$ cat src/cu_params.svh
`ifndef CU_PARAMS_SVH
`define CU_PARAMS_SVH

// Instruction byte
`define CU_OPCODE_W 8

// Sequencer state register, 25 states
`define CU_STATE_W 5

// ALU operation code
`define CU_ALU_OP_W 6

// Memory address source mux
`define CU_ADDR_SEL_W 4

// ALU operand mux
`define CU_OPERAND_SEL_W 3

// Memory write data mux
`define CU_WRITE_SEL_W 3

`define CU_SP_OP_W 2 // Stack pointer hold, inc, dec
`define CU_DEST_W 3 // Register load target

`endif

$ cat src/cu_pkg.sv
`default_nettype none

`include "cu_params.svh"

package cu_pkg;

	typedef logic [`CU_OPCODE_W-1:0] opcode_t;
	typedef logic [`CU_ALU_OP_W-1:0] alu_op_t;
	typedef logic [`CU_ADDR_SEL_W-1:0] addr_sel_t;
	typedef logic [`CU_OPERAND_SEL_W-1:0] operand_sel_t;
	typedef logic [`CU_WRITE_SEL_W-1:0] write_sel_t;
	typedef logic [`CU_SP_OP_W-1:0] sp_op_t;

	// ALU operation codes, address generation first
	localparam alu_op_t ALU_ADR0 = 6'h00; // Low address byte add
	localparam alu_op_t ALU_ADR1 = 6'h01; // High byte plus carry
	localparam alu_op_t ALU_ADC = 6'h02;
	localparam alu_op_t ALU_AND = 6'h03;
	localparam alu_op_t ALU_ASL = 6'h04;
	localparam alu_op_t ALU_BIT = 6'h05;
	localparam alu_op_t ALU_BCC = 6'h06;
	localparam alu_op_t ALU_BNE = 6'h07;
	localparam alu_op_t ALU_BVC = 6'h0C;
	localparam alu_op_t ALU_BPL = 6'h0D;
	localparam alu_op_t ALU_BCS = 6'h0E;
	localparam alu_op_t ALU_BEQ = 6'h0F;
	localparam alu_op_t ALU_BVS = 6'h14;
	localparam alu_op_t ALU_BMI = 6'h15;
	localparam alu_op_t ALU_BRA = 6'h16;
	localparam alu_op_t ALU_CLC = 6'h17;
	localparam alu_op_t ALU_CLI = 6'h18;
	localparam alu_op_t ALU_CLD = 6'h19;
	localparam alu_op_t ALU_CLV = 6'h1A;
	localparam alu_op_t ALU_CMP = 6'h1B; // Also CPX and CPY
	localparam alu_op_t ALU_DEC = 6'h1C;
	localparam alu_op_t ALU_EOR = 6'h1D;
	localparam alu_op_t ALU_INC = 6'h1E;
	localparam alu_op_t ALU_LOAD = 6'h1F; // Loads and pulls
	localparam alu_op_t ALU_PASS = 6'h20;
	localparam alu_op_t ALU_LSR = 6'h21;
	localparam alu_op_t ALU_ORA = 6'h22;
	localparam alu_op_t ALU_ROL = 6'h2B;
	localparam alu_op_t ALU_ROR = 6'h2C;
	localparam alu_op_t ALU_SBC = 6'h2D;
	localparam alu_op_t ALU_SEC = 6'h2E;
	localparam alu_op_t ALU_SEI = 6'h2F;
	localparam alu_op_t ALU_SED = 6'h30;
	localparam alu_op_t ALU_TRB = 6'h39;
	localparam alu_op_t ALU_TSB = 6'h3A;

	localparam addr_sel_t ADDR_PC = 4'b0000;
	localparam addr_sel_t ADDR_ZERO = 4'b0001;
	localparam addr_sel_t ADDR_ABS = 4'b0010;
	localparam addr_sel_t ADDR_STACK = 4'b0111;
	localparam addr_sel_t ADDR_RVL = 4'b1010; // Reset vector low
	localparam addr_sel_t ADDR_RVH = 4'b1011;

	localparam operand_sel_t OPND_A = 3'b000;
	localparam operand_sel_t OPND_F = 3'b001; // Status flags
	localparam operand_sel_t OPND_M = 3'b010; // Memory data
	localparam operand_sel_t OPND_SP = 3'b011;
	localparam operand_sel_t OPND_X = 3'b100;
	localparam operand_sel_t OPND_Y = 3'b101;
	localparam operand_sel_t OPND_Z = 3'b110; // Constant zero

	localparam write_sel_t WR_ALU = 3'b000;
	localparam write_sel_t WR_RESULT = 3'b001; // RMW result register
	localparam write_sel_t WR_PCL = 3'b010;
	localparam write_sel_t WR_PCH = 3'b011;
	localparam write_sel_t WR_ZERO_BYTE = 3'b101;

	localparam sp_op_t SP_HOLD = 2'b00;
	localparam sp_op_t SP_INC = 2'b01;
	localparam sp_op_t SP_DEC = 2'b10;

	typedef enum logic [`CU_STATE_W-1:0] {
		FETCH, IMP, IMM, ZP0, ZP1, ABS0, ABS1, ABS2,
		ZP_WRITE, ABS_WRITE, ZP_STORE, ABS_STORE,
		BRANCH_CHECK, BRANCH_GO, PUSH, PULL, ABS_JMP,
		JSR0, JSR1, JSR2, RTS0, RTS1, RST0, RST1, RST2
	} cu_state_t;

	typedef enum logic [`CU_DEST_W-1:0] {
		NONE, DEST_A, DEST_X, DEST_Y, DEST_SP
	} reg_dest_t;

	typedef struct packed {
		logic storing; // STA, STX, STY, STZ
		logic writing; // Memory read-modify-write
		logic jump_nosave; // JMP abs
		logic jump_save; // JSR
		reg_dest_t dest;
	} instr_class_t;

	typedef struct packed {
		logic instruction_load;
		logic increment_pc;
		logic dirl_load;
		logic dirh_load;
		logic a_load;
		logic x_load;
		logic y_load;
		logic sp_load;
		logic branch_load;
		logic pcl_load;
		logic pch_load;
		logic jmp_load;
		logic jsr_load;
		logic rst_load;
	} cu_strobes_t;

	typedef struct packed {
		logic read_write; // 0 is read
		write_sel_t write_select;
		addr_sel_t address_select;
		sp_op_t sp_op;
	} bus_ctrl_t;

	typedef struct packed {
		operand_sel_t alu_select;
		alu_op_t alu_opcode;
	} alu_ctrl_t;

endpackage

`default_nettype wire

$ cat src/opcode_classifier.sv
`timescale 1ns/100ps
`default_nettype none

module opcode_classifier (
	input wire cu_pkg::opcode_t opcode_reg,
	output cu_pkg::instr_class_t cls
);

	always_comb begin
		cls = '0;

		casez (opcode_reg)
			8'b100?_?10?,
			8'b100?_?110,
			8'h99,
			8'b011?_0100: cls.storing = 1'b1; // STA, STX, STY, STZ
			default: cls.storing = 1'b0;
		endcase

		casez (opcode_reg)
			8'b000?_?1?0, // TSB, TRB, ASL
			8'b0???_?110, // ASL, ROL, LSR, ROR
			8'b11??_?110: cls.writing = 1'b1; // DEC, INC
			default: cls.writing = 1'b0;
		endcase

		cls.jump_nosave = (opcode_reg == 8'h4C); // Indirect forms dropped
		cls.jump_save = (opcode_reg == 8'h20);

		// Register written in the final load cycle
		casez (opcode_reg)
			8'b0???_??01, // ORA, AND, EOR, ADC
			8'b101?_??01, // LDA
			8'b111?_??01, // SBC
			8'b0??0_1010, // Accumulator shifts
			8'b00?1_1010, // INC A, DEC A
			8'h68,
			8'h8A,
			8'h98: cls.dest = cu_pkg::DEST_A;
			8'b101?_?110,
			8'hA2,
			8'b101?_1010, // TAX, TSX
			8'hE8,
			8'hCA,
			8'hFA: cls.dest = cu_pkg::DEST_X;
			8'b101?_?100,
			8'hA0,
			8'hA8,
			8'hC8,
			8'h88,
			8'h7A: cls.dest = cu_pkg::DEST_Y;
			8'h9A: cls.dest = cu_pkg::DEST_SP; // TXS
			default: cls.dest = cu_pkg::NONE;
		endcase
	end

endmodule

`default_nettype wire

$ cat src/cycle_sequencer.sv
`timescale 1ns/100ps
`default_nettype none

module cycle_sequencer (
	input wire clk,
	input wire rst,
	input wire cu_pkg::opcode_t opcode,
	input wire cu_pkg::instr_class_t cls,
	input wire branch_valid,
	output cu_pkg::cu_state_t state
);

	cu_pkg::cu_state_t state_next;

	always_ff @(posedge clk) begin
		if (!rst) begin
			state <= cu_pkg::RST0;
		end else begin
			state <= state_next;
		end
	end

	always_comb begin
		state_next = cu_pkg::FETCH;
		case (state)
			cu_pkg::FETCH: begin
				// Dispatch on the byte arriving from memory
				casez (opcode)
					8'h20,
					8'h4C: state_next = cu_pkg::ABS0; // JSR, JMP abs
					8'h60: state_next = cu_pkg::RTS0;
					8'b011?_1100: state_next = cu_pkg::FETCH; // Indirect JMP unsupported
					8'b0?00_1000,
					8'b?101_1010: state_next = cu_pkg::PUSH;
					8'b0?10_1000,
					8'b?111_1010: state_next = cu_pkg::PULL;
					8'b???1_0000,
					8'h80: state_next = cu_pkg::BRANCH_CHECK;
					8'b????_1000,
					8'b????_1010: state_next = cu_pkg::IMP;
					8'b1010_00?0,
					8'b11?0_0000,
					8'b???0_1001: state_next = cu_pkg::IMM;
					8'b????_010?,
					8'b????_0110: state_next = cu_pkg::ZP0;
					8'b????_110?,
					8'b????_1110,
					8'b???1_1001: state_next = cu_pkg::ABS0;
					default: state_next = cu_pkg::FETCH; // Unknown, refetch
				endcase
			end
			cu_pkg::ZP0: begin
				state_next = cls.storing ? cu_pkg::ZP_STORE : cu_pkg::ZP1;
			end
			cu_pkg::ZP1: begin
				state_next = cls.writing ? cu_pkg::ZP_WRITE : cu_pkg::FETCH;
			end
			cu_pkg::ABS0: begin
				state_next = cls.jump_nosave ? cu_pkg::ABS_JMP : cu_pkg::ABS1;
			end
			cu_pkg::ABS1: begin
				if (cls.storing) begin
					state_next = cu_pkg::ABS_STORE;
				end else if (cls.jump_save) begin
					state_next = cu_pkg::JSR0;
				end else begin
					state_next = cu_pkg::ABS2;
				end
			end
			cu_pkg::ABS2: begin
				state_next = cls.writing ? cu_pkg::ABS_WRITE : cu_pkg::FETCH;
			end
			cu_pkg::BRANCH_CHECK: begin
				state_next = branch_valid ? cu_pkg::BRANCH_GO : cu_pkg::FETCH;
			end
			cu_pkg::JSR0: state_next = cu_pkg::JSR1;
			cu_pkg::JSR1: state_next = cu_pkg::JSR2;
			cu_pkg::RTS0: state_next = cu_pkg::RTS1;
			cu_pkg::RST0: state_next = cu_pkg::RST1;
			cu_pkg::RST1: state_next = cu_pkg::RST2;
			default: state_next = cu_pkg::FETCH; // Single-cycle execute states
		endcase
	end

endmodule

`default_nettype wire

$ cat src/bus_control_decoder.sv
`timescale 1ns/100ps
`default_nettype none

module bus_control_decoder (
	input wire cu_pkg::cu_state_t state,
	input wire cu_pkg::reg_dest_t dest,
	output cu_pkg::cu_strobes_t strobes,
	output cu_pkg::bus_ctrl_t bus
);

	logic load; // Last cycle of a register-writing instruction

	always_comb begin
		strobes = '0;
		bus.read_write = 1'b0;
		bus.write_select = cu_pkg::WR_ZERO_BYTE;
		bus.address_select = cu_pkg::ADDR_PC;
		bus.sp_op = cu_pkg::SP_HOLD;
		load = 1'b0;

		case (state)
			cu_pkg::FETCH: begin
				strobes.instruction_load = 1'b1;
				strobes.increment_pc = 1'b1;
			end
			cu_pkg::IMP: load = 1'b1;
			cu_pkg::IMM: begin
				strobes.increment_pc = 1'b1;
				load = 1'b1;
			end
			cu_pkg::ZP0,
			cu_pkg::ABS0: begin
				strobes.increment_pc = 1'b1;
				strobes.dirl_load = 1'b1; // Operand low byte
			end
			cu_pkg::ABS1: begin
				strobes.increment_pc = 1'b1;
				strobes.dirh_load = 1'b1;
			end
			cu_pkg::ZP1: begin
				bus.address_select = cu_pkg::ADDR_ZERO;
				load = 1'b1;
			end
			cu_pkg::ABS2: begin
				bus.address_select = cu_pkg::ADDR_ABS;
				load = 1'b1;
			end
			cu_pkg::ZP_STORE,
			cu_pkg::ABS_STORE: begin
				bus.read_write = 1'b1;
				bus.write_select = cu_pkg::WR_ALU;
				bus.address_select = (state == cu_pkg::ZP_STORE) ?
					cu_pkg::ADDR_ZERO : cu_pkg::ADDR_ABS;
			end
			cu_pkg::ZP_WRITE,
			cu_pkg::ABS_WRITE: begin
				bus.read_write = 1'b1;
				bus.write_select = cu_pkg::WR_RESULT;
				bus.address_select = (state == cu_pkg::ZP_WRITE) ?
					cu_pkg::ADDR_ZERO : cu_pkg::ADDR_ABS;
			end
			cu_pkg::BRANCH_CHECK: strobes.increment_pc = 1'b1;
			cu_pkg::BRANCH_GO: strobes.branch_load = 1'b1;
			cu_pkg::PUSH: begin
				bus.read_write = 1'b1;
				bus.write_select = cu_pkg::WR_ALU;
				bus.address_select = cu_pkg::ADDR_STACK;
				bus.sp_op = cu_pkg::SP_DEC;
			end
			cu_pkg::PULL: begin
				bus.address_select = cu_pkg::ADDR_STACK;
				bus.sp_op = cu_pkg::SP_INC;
				load = 1'b1;
			end
			cu_pkg::ABS_JMP: strobes.jmp_load = 1'b1;
			cu_pkg::JSR0,
			cu_pkg::JSR1: begin
				// Return address goes out high byte first
				bus.read_write = 1'b1;
				bus.write_select = (state == cu_pkg::JSR0) ? cu_pkg::WR_PCH : cu_pkg::WR_PCL;
				bus.address_select = cu_pkg::ADDR_STACK;
				bus.sp_op = cu_pkg::SP_DEC;
			end
			cu_pkg::JSR2: strobes.jsr_load = 1'b1;
			cu_pkg::RTS0,
			cu_pkg::RTS1: begin
				bus.address_select = cu_pkg::ADDR_STACK;
				bus.sp_op = cu_pkg::SP_INC;
				strobes.pcl_load = (state == cu_pkg::RTS0);
				strobes.pch_load = (state == cu_pkg::RTS1);
			end
			cu_pkg::RST0: strobes.rst_load = 1'b1;
			cu_pkg::RST1: begin
				bus.address_select = cu_pkg::ADDR_RVL;
				strobes.pcl_load = 1'b1;
			end
			cu_pkg::RST2: begin
				bus.address_select = cu_pkg::ADDR_RVH;
				strobes.pch_load = 1'b1;
			end
			default: load = 1'b0;
		endcase

		strobes.a_load = load && (dest == cu_pkg::DEST_A);
		strobes.x_load = load && (dest == cu_pkg::DEST_X);
		strobes.y_load = load && (dest == cu_pkg::DEST_Y);
		strobes.sp_load = load && (dest == cu_pkg::DEST_SP);
	end

endmodule

`default_nettype wire

$ cat src/alu_control_decoder.sv
`timescale 1ns/100ps
`default_nettype none

module alu_control_decoder (
	input wire cu_pkg::cu_state_t state,
	input wire cu_pkg::opcode_t opcode_reg,
	output cu_pkg::alu_ctrl_t alu
);

	cu_pkg::operand_sel_t sel_ad; // Index register for address add
	cu_pkg::operand_sel_t sel_ex;
	cu_pkg::alu_op_t op_ex;

	always_comb begin
		casez (opcode_reg)
			8'h14, 8'h1C, 8'h9C: sel_ad = cu_pkg::OPND_Z; // TRB, STZ abs, unindexed
			8'h96, 8'hB6, 8'hBE: sel_ad = cu_pkg::OPND_Y; // zp,Y and LDX abs,Y
			8'b???1_1001: sel_ad = cu_pkg::OPND_Y;
			8'b???1_01??,
			8'b???1_11??: sel_ad = cu_pkg::OPND_X;
			default: sel_ad = cu_pkg::OPND_Z;
		endcase
	end

	always_comb begin
		casez (opcode_reg)
			8'hBA: sel_ex = cu_pkg::OPND_SP; // TSX
			8'h64, 8'h74, 8'h9C, 8'h9E: sel_ex = cu_pkg::OPND_Z; // STZ
			8'b1110_??00, 8'hCA, 8'hDA,
			8'b100?_?110, 8'b100?_1010: sel_ex = cu_pkg::OPND_X;
			8'b1100_??00, 8'h5A,
			8'b100?_?100, 8'b100?_1000: sel_ex = cu_pkg::OPND_Y;
			8'b???1_0000, 8'h80,
			8'b???1_1000, 8'h08: sel_ex = cu_pkg::OPND_F; // Branches, flag ops, PHP
			8'b0???_??01, 8'b11??_??01, 8'b100?_??01,
			8'b0??0_1010, 8'b00?1_1010, 8'h48, 8'hAA, 8'hA8,
			8'b000?_?100, 8'b001?_?100: sel_ex = cu_pkg::OPND_A;
			default: sel_ex = cu_pkg::OPND_M; // Loads, pulls, memory RMW
		endcase
	end

	always_comb begin
		casez (opcode_reg)
			8'b011?_??01: op_ex = cu_pkg::ALU_ADC;
			8'b001?_??01: op_ex = cu_pkg::ALU_AND;
			8'h0A, 8'b000?_?110: op_ex = cu_pkg::ALU_ASL;
			8'h89, 8'b001?_?100: op_ex = cu_pkg::ALU_BIT;
			8'h90: op_ex = cu_pkg::ALU_BCC;
			8'hD0: op_ex = cu_pkg::ALU_BNE;
			8'h50: op_ex = cu_pkg::ALU_BVC;
			8'h10: op_ex = cu_pkg::ALU_BPL;
			8'hB0: op_ex = cu_pkg::ALU_BCS;
			8'hF0: op_ex = cu_pkg::ALU_BEQ;
			8'h70: op_ex = cu_pkg::ALU_BVS;
			8'h30: op_ex = cu_pkg::ALU_BMI;
			8'h80: op_ex = cu_pkg::ALU_BRA;
			8'h18: op_ex = cu_pkg::ALU_CLC;
			8'h58: op_ex = cu_pkg::ALU_CLI;
			8'hD8: op_ex = cu_pkg::ALU_CLD;
			8'hB8: op_ex = cu_pkg::ALU_CLV;
			8'b110?_??01, 8'b11?0_?100, 8'b11?0_0000: op_ex = cu_pkg::ALU_CMP;
			8'h3A, 8'h88, 8'hCA, 8'b110?_?110: op_ex = cu_pkg::ALU_DEC;
			8'b010?_??01: op_ex = cu_pkg::ALU_EOR;
			8'h1A, 8'hC8, 8'hE8, 8'b111?_?110: op_ex = cu_pkg::ALU_INC;
			8'b101?_??01, 8'b101?_?110, 8'b101?_?100, 8'hA0, 8'hA2,
			8'h28, 8'h68, 8'h7A, 8'hFA: op_ex = cu_pkg::ALU_LOAD;
			8'h4A, 8'b010?_?110: op_ex = cu_pkg::ALU_LSR;
			8'b000?_??01: op_ex = cu_pkg::ALU_ORA;
			8'h2A, 8'b001?_?110: op_ex = cu_pkg::ALU_ROL;
			8'h6A, 8'b011?_?110: op_ex = cu_pkg::ALU_ROR;
			8'b111?_??01: op_ex = cu_pkg::ALU_SBC;
			8'h38: op_ex = cu_pkg::ALU_SEC;
			8'h78: op_ex = cu_pkg::ALU_SEI;
			8'hF8: op_ex = cu_pkg::ALU_SED;
			8'b0001_?100: op_ex = cu_pkg::ALU_TRB;
			8'b0000_?100: op_ex = cu_pkg::ALU_TSB;
			default: op_ex = cu_pkg::ALU_PASS; // Stores, pushes, transfers
		endcase
	end

	always_comb begin
		case (state)
			cu_pkg::ZP0,
			cu_pkg::ABS0: begin
				alu.alu_select = sel_ad;
				alu.alu_opcode = cu_pkg::ALU_ADR0;
			end
			cu_pkg::ABS1: begin
				alu.alu_select = cu_pkg::OPND_Z; // Carry into high byte
				alu.alu_opcode = cu_pkg::ALU_ADR1;
			end
			cu_pkg::IMP,
			cu_pkg::IMM,
			cu_pkg::ZP1,
			cu_pkg::ABS2,
			cu_pkg::BRANCH_CHECK: begin
				alu.alu_select = sel_ex;
				alu.alu_opcode = op_ex;
			end
			default: begin
				alu.alu_select = sel_ex; // Store and push data source
				alu.alu_opcode = cu_pkg::ALU_PASS;
			end
		endcase
	end

endmodule

`default_nettype wire

$ cat src/control_unit.sv
`timescale 1ns/100ps
`default_nettype none

module control_unit (
	input wire clk,
	input wire rst,
	input wire cu_pkg::opcode_t opcode, // Byte on the data bus at fetch
	input wire cu_pkg::opcode_t opcode_reg, // Datapath instruction register
	input wire branch_valid,
	output cu_pkg::cu_strobes_t strobes,
	output cu_pkg::bus_ctrl_t bus,
	output cu_pkg::alu_ctrl_t alu
);

	cu_pkg::instr_class_t cls;
	cu_pkg::cu_state_t state;

	opcode_classifier u_classifier (
		.opcode_reg(opcode_reg),
		.cls(cls)
	);

	cycle_sequencer u_sequencer (
		.clk(clk),
		.rst(rst),
		.opcode(opcode),
		.cls(cls),
		.branch_valid(branch_valid),
		.state(state)
	);

	bus_control_decoder u_bus_decoder (
		.state(state),
		.dest(cls.dest), // Only the load target is needed here
		.strobes(strobes),
		.bus(bus)
	);

	alu_control_decoder u_alu_decoder (
		.state(state),
		.opcode_reg(opcode_reg),
		.alu(alu)
	);

endmodule

`default_nettype wire

$ cat config.mk
export PLATFORM = sky130hd
export DESIGN_NAME = control_unit
export DESIGN_NICKNAME = d
export VERILOG_FILES = /design/src/cu_pkg.sv /design/src/opcode_classifier.sv /design/src/cycle_sequencer.sv /design/src/bus_control_decoder.sv /design/src/alu_control_decoder.sv /design/src/control_unit.sv
export VERILOG_INCLUDE_DIRS = /design/src
export SDC_FILE = /design/constraint.sdc
export NUM_CORES = 1
export LEC_CHECK = 0
export BUFFER_PORTS_ARGS = -buffer_cell sky130_fd_sc_hd__clkbuf_2
export CAP_MARGIN = 20
export CORE_MARGIN = 1
export CORE_UTILIZATION = 55
export CTS_CLUSTER_SIZE = 25
export DETAILED_ROUTE_END_ITERATION = 16
export GPL_TIMING_DRIVEN = 0
export PLACE_DENSITY = 0.81
export SYNTH_ARGS = -nofsm -noshare
export SYNTH_HDL_FRONTEND = slang
export SYNTH_SLANG_ARGS = --single-unit
$ cat constraint.sdc
create_clock -name clk -period 2.53 [get_ports clk]
set_input_delay 0.253 -clock clk [delete_from_list [all_inputs] [get_ports clk]]
set_output_delay 0.253 -clock clk [all_outputs]
set_load 0.05 [all_outputs]
-- Yosys cells after proc, flatten, opt, wreduce, memory -nomap -nowiden
Index checks and enable logic that the tools add are counted.
- bits in registers: 5
- bits of input ports: 19
- output and inout bits: 33
- word-level logic and storage cells: 231
- eq/ne operators: 146
- multiplexer cells: 37
- reduce and logical (&&, ||, !) cells: 47
- operators by type and width (cell ; count):
    == test 8 bit (second input constant) ; 30
    one-hot mux 6 bit (32 select lines) ; 1
    == test 8 x 7 -> 1 bit (second input constant) ; 15
    == test 5 bit (second input constant) ; 20
    one-hot mux 5 bit (12 select lines) ; 1
    == test 7 bit (second input constant) ; 8
    == test 8 x 6 -> 1 bit (second input constant) ; 7
    == test 5 x 4 -> 1 bit (second input constant) ; 11
    == test 6 bit (second input constant) ; 9
    == test 8 x 5 -> 1 bit (second input constant) ; 5
    OR reduction 2 bit ; 17
    one-hot mux 5 bit (6 select lines) ; 1
    one-hot mux 4 bit (7 select lines) ; 1
    OR reduction 4 bit ; 7
    one-hot mux 9 bit (3 select lines) ; 1
    == test 5 x 3 -> 1 bit (second input constant) ; 5
    one-hot mux 3 bit (4 select lines) ; 2
    OR reduction 3 bit ; 8
    OR reduction 6 bit ; 4
    == test 7 x 6 -> 1 bit (second input constant) ; 3
    == test 6 x 4 -> 1 bit (second input constant) ; 3
    one-hot mux 3 bit (2 select lines) ; 3
    == test 4 bit (second input constant) ; 4
    == test 8 x 4 -> 1 bit (second input constant) ; 2
    24 further kinds ; 62

-- Longest topological paths before layout
Gate-level depths: netlist of the first run.
- depth in word-level cells: 6
- mapped depth: 9
- gate-level depth less buffers: 6

-- Modules after synthesis
Synthesis of the first run repeated with hierarchy kept, for this count alone.
- cell total of the unflattened synthesis: 423
- area total of the unflattened synthesis: 2846.5 µm²
- by module, submodules not included (module ; times used ; cells each ; area an instance (µm²) ; sequential area each (µm²)):
    alu_control_decoder ; 1 ; 180 ; 1214.9 ; 0.0
    cycle_sequencer ; 1 ; 113 ; 748.2 ; 100.1
    bus_control_decoder ; 1 ; 79 ; 484.2 ; 0.0
    opcode_classifier ; 1 ; 51 ; 399.1 ; 0.0

-- Worst setup path before layout of the first run
OpenSTA, ideal clock, no wires.
- kind: reg-to-output
- start point: register u_sequencer.state[2]
- end point: output bus[8] in the netlist's numbering
- arrival: 2.548 ns
- data required time: 2.277 ns
- slack: -0.271 ns
- stages on the path, launching flop included: 7
- path buffers: 2
- cells stage by stage: dfxtp_1 -> clkbuf_1 -> clkbuf_1 -> a21boi_0 -> o22ai_1 -> a21o_1 -> inv_1
- RTL lines (item ; RTL line ; RTL):
    start: declaration ; cycle_sequencer.sv:10 ; output cu_pkg::cu_state_t state
    start signal: assignment ; cycle_sequencer.sv:17 ; state <= cu_pkg::RST0;
    start signal: assignment ; cycle_sequencer.sv:19 ; state <= state_next;
    end: declaration ; control_unit.sv:11 ; output cu_pkg::bus_ctrl_t bus,

==> results of run 1 <==
-- synthesized netlist by cell type (2+ instances only) --
master and n:
nor4bb_1 2, nand2b_1 15, o211ai_1 6, nor4_1 9
xor2_1 5, clkbuf_1 21, a21oi_1 36, buf_1 4
o21bai_1 2, a211oi_1 4, a22o_1 2, nand2_1 40
nand3b_1 3, a31oi_1 11, a32oi_1 4, o32ai_1 2
o2bb2ai_1 2, o21a_1 2, a22oi_1 5, buf_2 13
or3_1 5, and2_1 4, o221ai_1 2, o21ai_0 27
and3_1 7, a2bb2oi_1 2, nand4_1 8, inv_1 12
o22ai_1 10, nor4b_1 4, or4_1 2, nor2b_1 19
nand3_1 17, a21boi_0 3, nor3b_1 2, or2_2 3
dfxtp_1 5, a21o_1 3, nor3_1 18, nor2_1 42
-- logic make-up after synthesis --
group / after synthesis / share of synthesized area [%]
simple gates: 205 / 46.8
compound gates: 133 / 36.6
buf+inv: 52 / 9.45
flops: 5 / 4.32
mux: 2 / 0.918
xor+xnor: 5 / 1.89
-- area by class of cell --
class | count | area, um2
multi-input combinational | 345 | 2050
clock buffer | 4 | 45.0
sequential | 5 | 100
inverter | 13 | 48.8
buffer | 38 | 184
tap | 50 | 62.6
timing repair buffer | 44 | 225
fill | 373 | 1310
-- power by group --
group / total [mW] / switching (mW) / internal [mW]
Sequential: 0.173 / 0.0597 / 0.113
Combinational: 2.06 / 1.49 / 0.568
Clock: 0.146 / 0.0380 / 0.108
Total: 2.37 / 1.58 / 0.790
-- metal layers --
metal  part of all wire, %  vias to the layer above  wire, um  global-route usage [%]
met5                     0                        -         0                       0
met4                   2.3                        0       203                    10.9
met3                    13                       29      1190                    5.82
met2                    43                      305      3830                    57.7
met1                    41                     1530      3690                    58.0
li1                      -                     1582         -                       -
-- timing repair --
action | CTS | global route
hold buffers | 0 | 0
pin swaps | 0 | 0
setup endpoints to repair | 12 | 13
gates resized for setup | 9 | 22
-- worst max-delay path, delay by kind of cell (launching register included) --
kind,cells,cell delay [ns]
compound gates,2,0.23
buf+inv,2,0.47
flops,1,0.43
mux,1,0.26
simple gates,3,0.64
-- stage by stage --
stage / hold WS (ns) / cell area (um2)
after floorplan: 0.325 / 2340
after global placement: 0.451 / 2620
after detailed placement: 0.453 / 2620
after CTS: 0.231 / 2690
after global routing: 0.228 / 2720
final: 0.232 / 2720
-- worst max-delay path by stage --
stage / to / slack (ns) / cells after the start
3_5_place_dp: alu[0] / -0.12 / 10
3_3_place_gp: alu[0] / -0.15 / 10
6_report: alu[5] / 0.02 / 8
5_1_grt: alu[5] / -0.06 / 9
4_1_cts: alu[5] / -0.01 / 8
2_1_floorplan: alu[0] / 0.01 / 9
==> impl_metrics.tcl, run 1 <==
set metrics [dict create \
    synth_edf_count 0 \
    syn_area_um2 2320 \
    r2r_start "u_sequencer.state[1]" \
    relSlewSlack_pct 58.2 \
    synth.avg_cell_area_um2 5.76 \
    ys_types 59 \
    fmax_mhz 399 \
    cts_root_buf "clkbuf_8" \
    pre_cts_slack_ns -0.123 \
    numClockSinks 5 \
    area_growth_pct 17.4 \
    tritoncts "done" \
    syn_inst 402 \
    synth.area.top_cells "a21oi_1, nor2_1, nand2_1" \
    crit_path_max_incr_delay_ns 0.43 \
    fin_nets 469 \
    cts_buffer_depth 2 \
    worst_slack_ns 0.0209 \
    hold_start "rst" \
    min_path_cells 2 \
    crit_arrival_ns 2.26 \
    post-cts-setup-buffer-count 0 \
    wire_per_inst_um 17.9 \
    antenna_found_initial 0 \
    viasPerCell 6.91 \
    worst_pin_slew_ns 0.618 \
    grt_use_total_pct 39.3 \
    final-hold-violation-count 0 \
    finish.utilization_pct 67.5 \
    wl_um 8920 \
    clk_latency_ns 0.22 \
    status "completed" \
    cpMaxStageDelayCell "dfxtp_1" \
    cts_inserted_buffers 3 \
    clkTransAtPathRegs_ns 0.03 \
    async_reset_ff_share_pct 0 \
    grt_max_degree 11 \
    htreeDepth 1 \
    portBuffers 44 \
    largest_register_ffs 5 \
    total_power_mw 2.37 \
    ant_nets 0 \
    start_kind "flip-flop" \
    fp.dieH_um 66.9 \
    die_area_um2 4470 \
    period_share_pct 99.2 \
    core_um2 4030 \
    drive_above_1_share_pct 19.8 \
    first_iter_violations 498 \
    num_antenna_cells 0 \
    drv_slew 0 \
    rrSetupSlack_ns 0.59 \
    ys_warn_count 0 \
    ir_drop_v 0.000407 \
    dr.pass1.iters 6 \
    tns_ns 0 \
    hp-class "primary input to flip-flop" \
    final_common_cell "clkbuf_2" \
    final_cells 499 \
    synth_ff_type "dfxtp_1" \
    routabilityCongestion 1.03 \
    cp-end-kind "primary output" \
    powerDensity_nw_per_um2 873 \
    post-route-min-period_ns 2.51 \
    start_util_pct 57.5 \
    synth_top_area_share_pct 7.78 \
    rsz0062_at_grt "yes" \
    holdPathEnd "u_sequencer.state[4]" \
    setup_viol 0 \
    cp_cell_sequence "clkbuf_2 -> nand2b_1 -> mux2_2 -> o22ai_1 -> nand2_1 -> nor4_1 -> o2bb2ai_1 -> buf_2" \
    drv_cap 0 \
    setup.worst_path.start "u_sequencer.state[0]" \
    yosysSeqAreaShare_pct 4.32 \
    synth_nets 421 \
    reg_top3 "u_sequencer.state x5" \
    drc 0 \
    vias 3446 \
    dp.cells 496 \
    grt_remaining_overflow 0 \
    rr_worst_depth 7 \
    worstSetupPathType "flip-flop to primary output" \
    hpwl_um 6430 \
    fp-row-count 23 \
    synth_top_cell_by_area "a21oi_1" \
    io_pins 52 \
    worstPathMaxFanout 10 \
    final_cell_mix "clkbuf_2, nor2_1, nand2_1" \
    r2r-end "u_sequencer.state[2]" \
    grt_pass1_vias 2807 \
    cp.required_ns 2.28 \
    top_register "u_sequencer.state" \
    skew_ns 0.000255 \
    leakagePower_nw 1.09 \
    ys_ff_latch 5 \
    die_x_um 66.9 \
    grt_pass1_wl_um 13700 \
]
Note: power is estimated with default switching activity, not from simulation.
==> inputs of run 2 (changes only) <==
--- a/config.mk
+++ b/config.mk
@@ -6,6 +6,7 @@
 export SDC_FILE = /design/constraint.sdc
 export NUM_CORES = 1
 export LEC_CHECK = 0
+export ABC_AREA = 1
 export BUFFER_PORTS_ARGS = -buffer_cell sky130_fd_sc_hd__clkbuf_2
 export CAP_MARGIN = 20
 export CORE_MARGIN = 1
@@ -13,7 +14,7 @@
 export CTS_CLUSTER_SIZE = 25
 export DETAILED_ROUTE_END_ITERATION = 16
 export GPL_TIMING_DRIVEN = 0
-export PLACE_DENSITY = 0.81
+export PLACE_DENSITY = 0.82
 export SYNTH_ARGS = -nofsm -noshare
 export SYNTH_HDL_FRONTEND = slang
 export SYNTH_SLANG_ARGS = --single-unit
==> impl_metrics.tcl, run 2 <==
set metrics [dict create \
    status "completed" \
    area.sequential_um2 106 \
    syn_inst 452 \
    critPathBufInv 3 \
    synth_ff_type "dfxtp_1" \
    pre_cts_slack_ns 0.308 \
    htreeDepth 1 \
    ant_nets 0 \
    nFillCells 342 \
    post-cts-setup-buffer-count 0 \
    start_util_pct 59.6 \
    worstSetupPathType "primary input to primary output" \
    async_reset_ff_share_pct 0 \
    crit_end "alu[7]" \
    final-hold-violation-count 0 \
    drc 0 \
    syn_area_um2 2050 \
    reg_top3 "u_sequencer.state x5" \
    cpMostUsedCell "nand2_1" \
    ys_types 27 \
    start_kind "primary input" \
    min_path_cells 2 \
    dr.pass1.iters 6 \
    final_cell_mix "nand2_1, nor2_1, nand3_1" \
    grt_pass1_vias 2812 \
    synth_top_area_share_pct 25.1 \
    cts_buffer_depth 2 \
    post-synth-top-count-cell "nand2_1" \
    largest_register_ffs 5 \
    drv_cap 0 \
    final_common_cell "nand2_1" \
    die_area_um2 3980 \
    grt_max_degree 11 \
    power_frac_seq_pct 7.9 \
    top_register "u_sequencer.state" \
    postCtsHoldBufs 0 \
    synth_edf_count 0 \
    powerDensity_nw_per_um2 825 \
    worst_slack_ns 0.191 \
    ys_ff_latch 5 \
    dp.cells 546 \
    relSlewSlack_pct 63.0 \
    vias 3257 \
    ys_warn_count 0 \
    final_cells 550 \
    num_antenna_cells 0 \
    drive_above_1_share_pct 17.5 \
    yosysSeqAreaShare_pct 4.88 \
    setup_viol 0 \
    first_iter_violations 526 \
    skew_ns 0.00576 \
    area_growth_pct 20.0 \
    drv_slew 0 \
    grt_remaining_overflow 0 \
    core_um2 3440 \
    rrSetupSlack_ns 1.02 \
    multi_input_area_um2 1740 \
    viasPerCell 5.92 \
    synth_commonest_cells "nand2_1, nor2_1, nand3_1, inv_1, nor3_1" \
    crit_cells 12 \
    fin_hold_ws_ns 0.250 \
    worstPathMaxFanout 6 \
    tritoncts "done" \
    worst_pin_slew_ns 0.553 \
    synth_nets 471 \
    crit_arrival_ns 2.09 \
    pwr-share-comb_pct 84.4 \
    clk_latency_ns 0.23 \
    p_int_uw 618 \
    portBuffers 48 \
    hpwl_um 5940 \
    synth.area.top_cells "nand2_1, nor2_1, nand3_1" \
    cts_inserted_buffers 3 \
    grt_use_total_pct 38.7 \
    clkPwrFrac_pct 7.7 \
    r2r_start "u_sequencer.state[2]" \
    cp.required_ns 2.28 \
    grt_pass1_wl_um 12500 \
    wl_um 7520 \
    period_share_pct 92.5 \
    crit_path_max_incr_delay_ns 0.36 \
    numClockSinks 5 \
    cp_cell_sequence "clkbuf_2 -> inv_1 -> nand2_1 -> nor2_1 -> nand2_1 -> o311ai_0 -> nor2_1 -> nand2_1 -> nand2_1 -> nand2_1 -> nand2_1 -> clkbuf_2" \
    hp-class "primary input to flip-flop" \
    wire_per_inst_um 13.7 \
    post-route-min-period_ns 2.34 \
    routabilityCongestion 1.07 \
    fin_nets 524 \
    critPathTopFamily "simple AND/OR/NAND/NOR gates" \
    synth.avg_cell_area_um2 4.54 \
    cp-end-kind "primary output" \
    setup.worst_path.start "opcode_reg[5]" \
    fp.dieH_um 63.1 \
    cpMaxStageDelayCell "nor2_1" \
    synth_top_cell_by_area "nand2_1" \
    rr_worst_depth 8 \
    cts_resized 0 \
    io_pins 52 \
    cts_root_buf "clkbuf_8" \
    antenna_found_initial 0 \
    fp-row-count 21 \
    rsz0062_at_grt "no" \
    ir_drop_v 0.000624 \
    leakagePower_nw 1.41 \
    switchingPower_mw 1.41 \
    fmax_mhz 427 \
    p_sw_share_pct 69.5 \
    clkTransAtPathRegs_ns 0.03 \
    die_x_um 63.1 \
    r2r-end "u_sequencer.state[0]" \
]
run 2: per-layer routing:
layer  GRT usage, %  vias to the layer above  share of wire (%)
li1               -                     1578                  -
met1           52.1                     1386                 42
met2           60.3                      259                 41
met3           9.24                       34                 13
met4           11.3                        0                3.0
met5              0                        -                  0
run 2: cells by family after synthesis:
logic type,count (synthesis),share of synthesized area (%)
buf+inv,64,13.0
flops,5,4.88
simple gates,343,70.7
compound gates,40,11.4
run 2: worst min-delay path by stage:
stage	slack [ns]	end	from
6_report	0.25	u_sequencer.state[4]	rst
5_1_grt	0.25	u_sequencer.state[4]	rst
4_1_cts	0.25	u_sequencer.state[4]	rst
3_5_place_dp	0.48	u_sequencer.state[4]	rst
3_3_place_gp	0.47	u_sequencer.state[4]	rst
2_1_floorplan	0.34	u_sequencer.state[1]	rst
run 2: cell type report:
type	count	share of cell area, %
Buffer	7	2.39
Sequential cell	5	4.32
Timing Repair Buffer	48	9.76
Multi-Input combinational cell	383	70.5
Tap cell	46	2.34
Inverter	57	8.84
Clock buffer	4	1.83
run 2: power by group through the flow:
stage	logic, mW	clock network [mW]	registers, mW
finish	1.71	0.156	0.161
floorplan	1.35	0	0.151
global placement	1.66	0	0.160
CTS	1.69	0.152	0.158
global route	1.82	0.158	0.164
detailed placement	1.68	0	0.159
run 2: metrics by stage:
stage | cell area [um2] | total power [mW] | utilization [%] | setup TNS (ns)
after floorplan | 2110 | 1.50 | - | -0.144
after global placement | 2410 | 1.82 | 70.1 | 0
after detailed placement | 2410 | 1.84 | 70.1 | 0
after CTS | 2460 | 2.00 | 71.4 | 0
after global routing | 2460 | 2.15 | 71.5 | 0
final | 2460 | 2.03 | 71.5 | 0
==> inputs of run 3 (changes only) <==
--- a/config.mk
+++ b/config.mk
@@ -9,6 +9,7 @@
 export ABC_AREA = 1
 export BUFFER_PORTS_ARGS = -buffer_cell sky130_fd_sc_hd__clkbuf_2
 export CAP_MARGIN = 20
+export CORE_ASPECT_RATIO = 0.7
 export CORE_MARGIN = 1
 export CORE_UTILIZATION = 55
 export CTS_CLUSTER_SIZE = 25
==> impl_metrics.tcl, run 3 (same netlist as run 2, synthesis figures left out) <==
set metrics [dict create \
    status "completed" \
    ir_drop_v 0.000873 \
    top_register "u_sequencer.state" \
    grt_pass1_vias 2634 \
    cts_buffer_depth 2 \
    r2r_start "u_sequencer.state[1]" \
    htreeDepth 1 \
    switchingPower_mw 1.41 \
    multi_input_area_um2 1740 \
    fin_area_um2 2470 \
    p_int_uw 618 \
    worstPathMaxFanout 7 \
    fp.dieH_um 53.1 \
    drv_slew 0 \
    clkPwrFrac_pct 7.2 \
    grt_pass1_wl_um 11900 \
    hold_start "rst" \
    hpwl_um 6340 \
    powerDensity_nw_per_um2 821 \
    p_sw_share_pct 69.5 \
    start_kind "primary input" \
    rrSetupSlack_ns 1.04 \
    holdPathEnd "u_sequencer.state[2]" \
    post-route-min-period_ns 2.34 \
    fin_hold_ws_ns 0.253 \
    crit_arrival_ns 2.09 \
    final_common_cell "nand2_1" \
    worst_slack_ns 0.186 \
    fp-row-count 18 \
    cp.required_ns 2.28 \
    wire_per_inst_um 13.9 \
    tns_ns 0 \
    cts_root_buf "clkbuf_8" \
    grt_max_degree 11 \
    die_x_um 75.0 \
    drc 0 \
    setup_viol 0 \
    clkTransAtPathRegs_ns 0.03 \
    ant_nets 0 \
    min_path_cells 2 \
    worst_pin_slew_ns 0.517 \
    drive_above_1_share_pct 17.7 \
    grt_use_total_pct 39.6 \
    final_cell_mix "nand2_1, nor2_1, nand3_1" \
    pwr-share-comb_pct 84.8 \
    cts_inserted_buffers 3 \
    antenna_found_initial 0 \
    wl_um 7730 \
    period_share_pct 92.7 \
    vias 3287 \
    cp-end-kind "primary output" \
    power_frac_seq_pct 7.9 \
    clk_latency_ns 0.22 \
    largest_register_ffs 5 \
    nFillCells 360 \
    first_iter_violations 510 \
    dr.pass1.iters 7 \
    dpl-instance-area_um2 2420 \
    die_area_um2 3980 \
    drv_cap 0 \
    core_um2 3540 \
    viasPerCell 5.93 \
    rr_worst_depth 8 \
    tritoncts "done" \
    routabilityCongestion 1.05 \
    io_pins 52 \
    leakagePower_nw 1.41 \
    hp-class "primary input to flip-flop" \
    relSlewSlack_pct 65.1 \
    start_util_pct 58.0 \
    pre_cts_slack_ns 0.242 \
    num_antenna_cells 0 \
    skew_ns 0.000316 \
    fmax_mhz 427 \
    area.sequential_um2 106 \
    portBuffers 48 \
    numClockSinks 5 \
    worstSetupPathType "primary input to primary output" \
    area_growth_pct 20.4 \
    fin_nets 524 \
    grt_remaining_overflow 0 \
    reg_top3 "u_sequencer.state x5" \
    r2r-end "u_sequencer.state[3]" \
    rsz0062_at_grt "no" \
    final-hold-violation-count 0 \
]
==> run 3: routing by layer <==
layer  GRT usage [%]  routed length, um  vias up
met2            55.4               3050      291
met3            13.3               1300       24
met1            58.1               3260     1396
li1                -                  -     1576
met5               0                  0        -
met4            6.60                125        0
==> run 3: power by group through the flow <==
stage               Sequential, mW  Combinational (mW)  Clock, mW
global route                 0.165                1.84      0.155
floorplan                    0.151                1.35          0
global placement             0.159                1.67          0
finish                       0.161                1.72      0.147
detailed placement           0.160                1.69          0
CTS                          0.159                1.70      0.146
==> run 3: through the flow <==
step | cells | util (%) | power, mW
6_report | 554 | 69.9 | 2.03
5_1_grt | 554 | 69.9 | 2.16
4_1_cts | 554 | 69.6 | 2.00
3_5_place_dp | 550 | 68.4 | 1.85
3_3_place_gp | 550 | 68.4 | 1.83
2_1_floorplan | 452 | - | 1.50
==> run 3: critical path, cell delays in order <==
cell and delay, ns:
clkbuf_2 0.10, inv_1 0.19, nand2_1 0.24, nor2_1 0.30, nand3_1 0.13, o21ai_0 0.27, a31oi_1 0.10, nand2_1 0.09
nand3_1 0.07, nand2_1 0.09, clkbuf_2 0.27
==> run 3: how the worst max path moves through the flow <==
stage / startpoint / to / slack, ns / depth (start not counted)
2_1_floorplan: u_sequencer.state[1] / bus[6] / -0.14 / 8
3_3_place_gp: opcode_reg[7] / alu[5] / 0.20 / 13
3_5_place_dp: opcode_reg[7] / alu[5] / 0.24 / 13
4_1_cts: u_sequencer.state[4] / strobes[9] / 0.20 / 8
5_1_grt: u_sequencer.state[2] / alu[0] / 0.04 / 11
6_report: opcode_reg[5] / alu[6] / 0.19 / 11
==> run 3: cell type report <==
| type | instances | share of cell area, % |
|---|---|---|
| timing repair buffer | 48 | 9.73 |
| clock buffer | 4 | 1.82 |
| sequential | 5 | 4.31 |
| buffer | 7 | 2.38 |
| multi-input combinational | 383 | 70.4 |
| tap | 50 | 2.53 |
| inverter | 57 | 8.81 |
==> run 3: repair_timing <==
action | CTS | global route
resized for setup | 0 | 2
endpoints found under the setup margin | 0 | 2
hold buffers | 0 | 0
setup buffers | 0 | 0
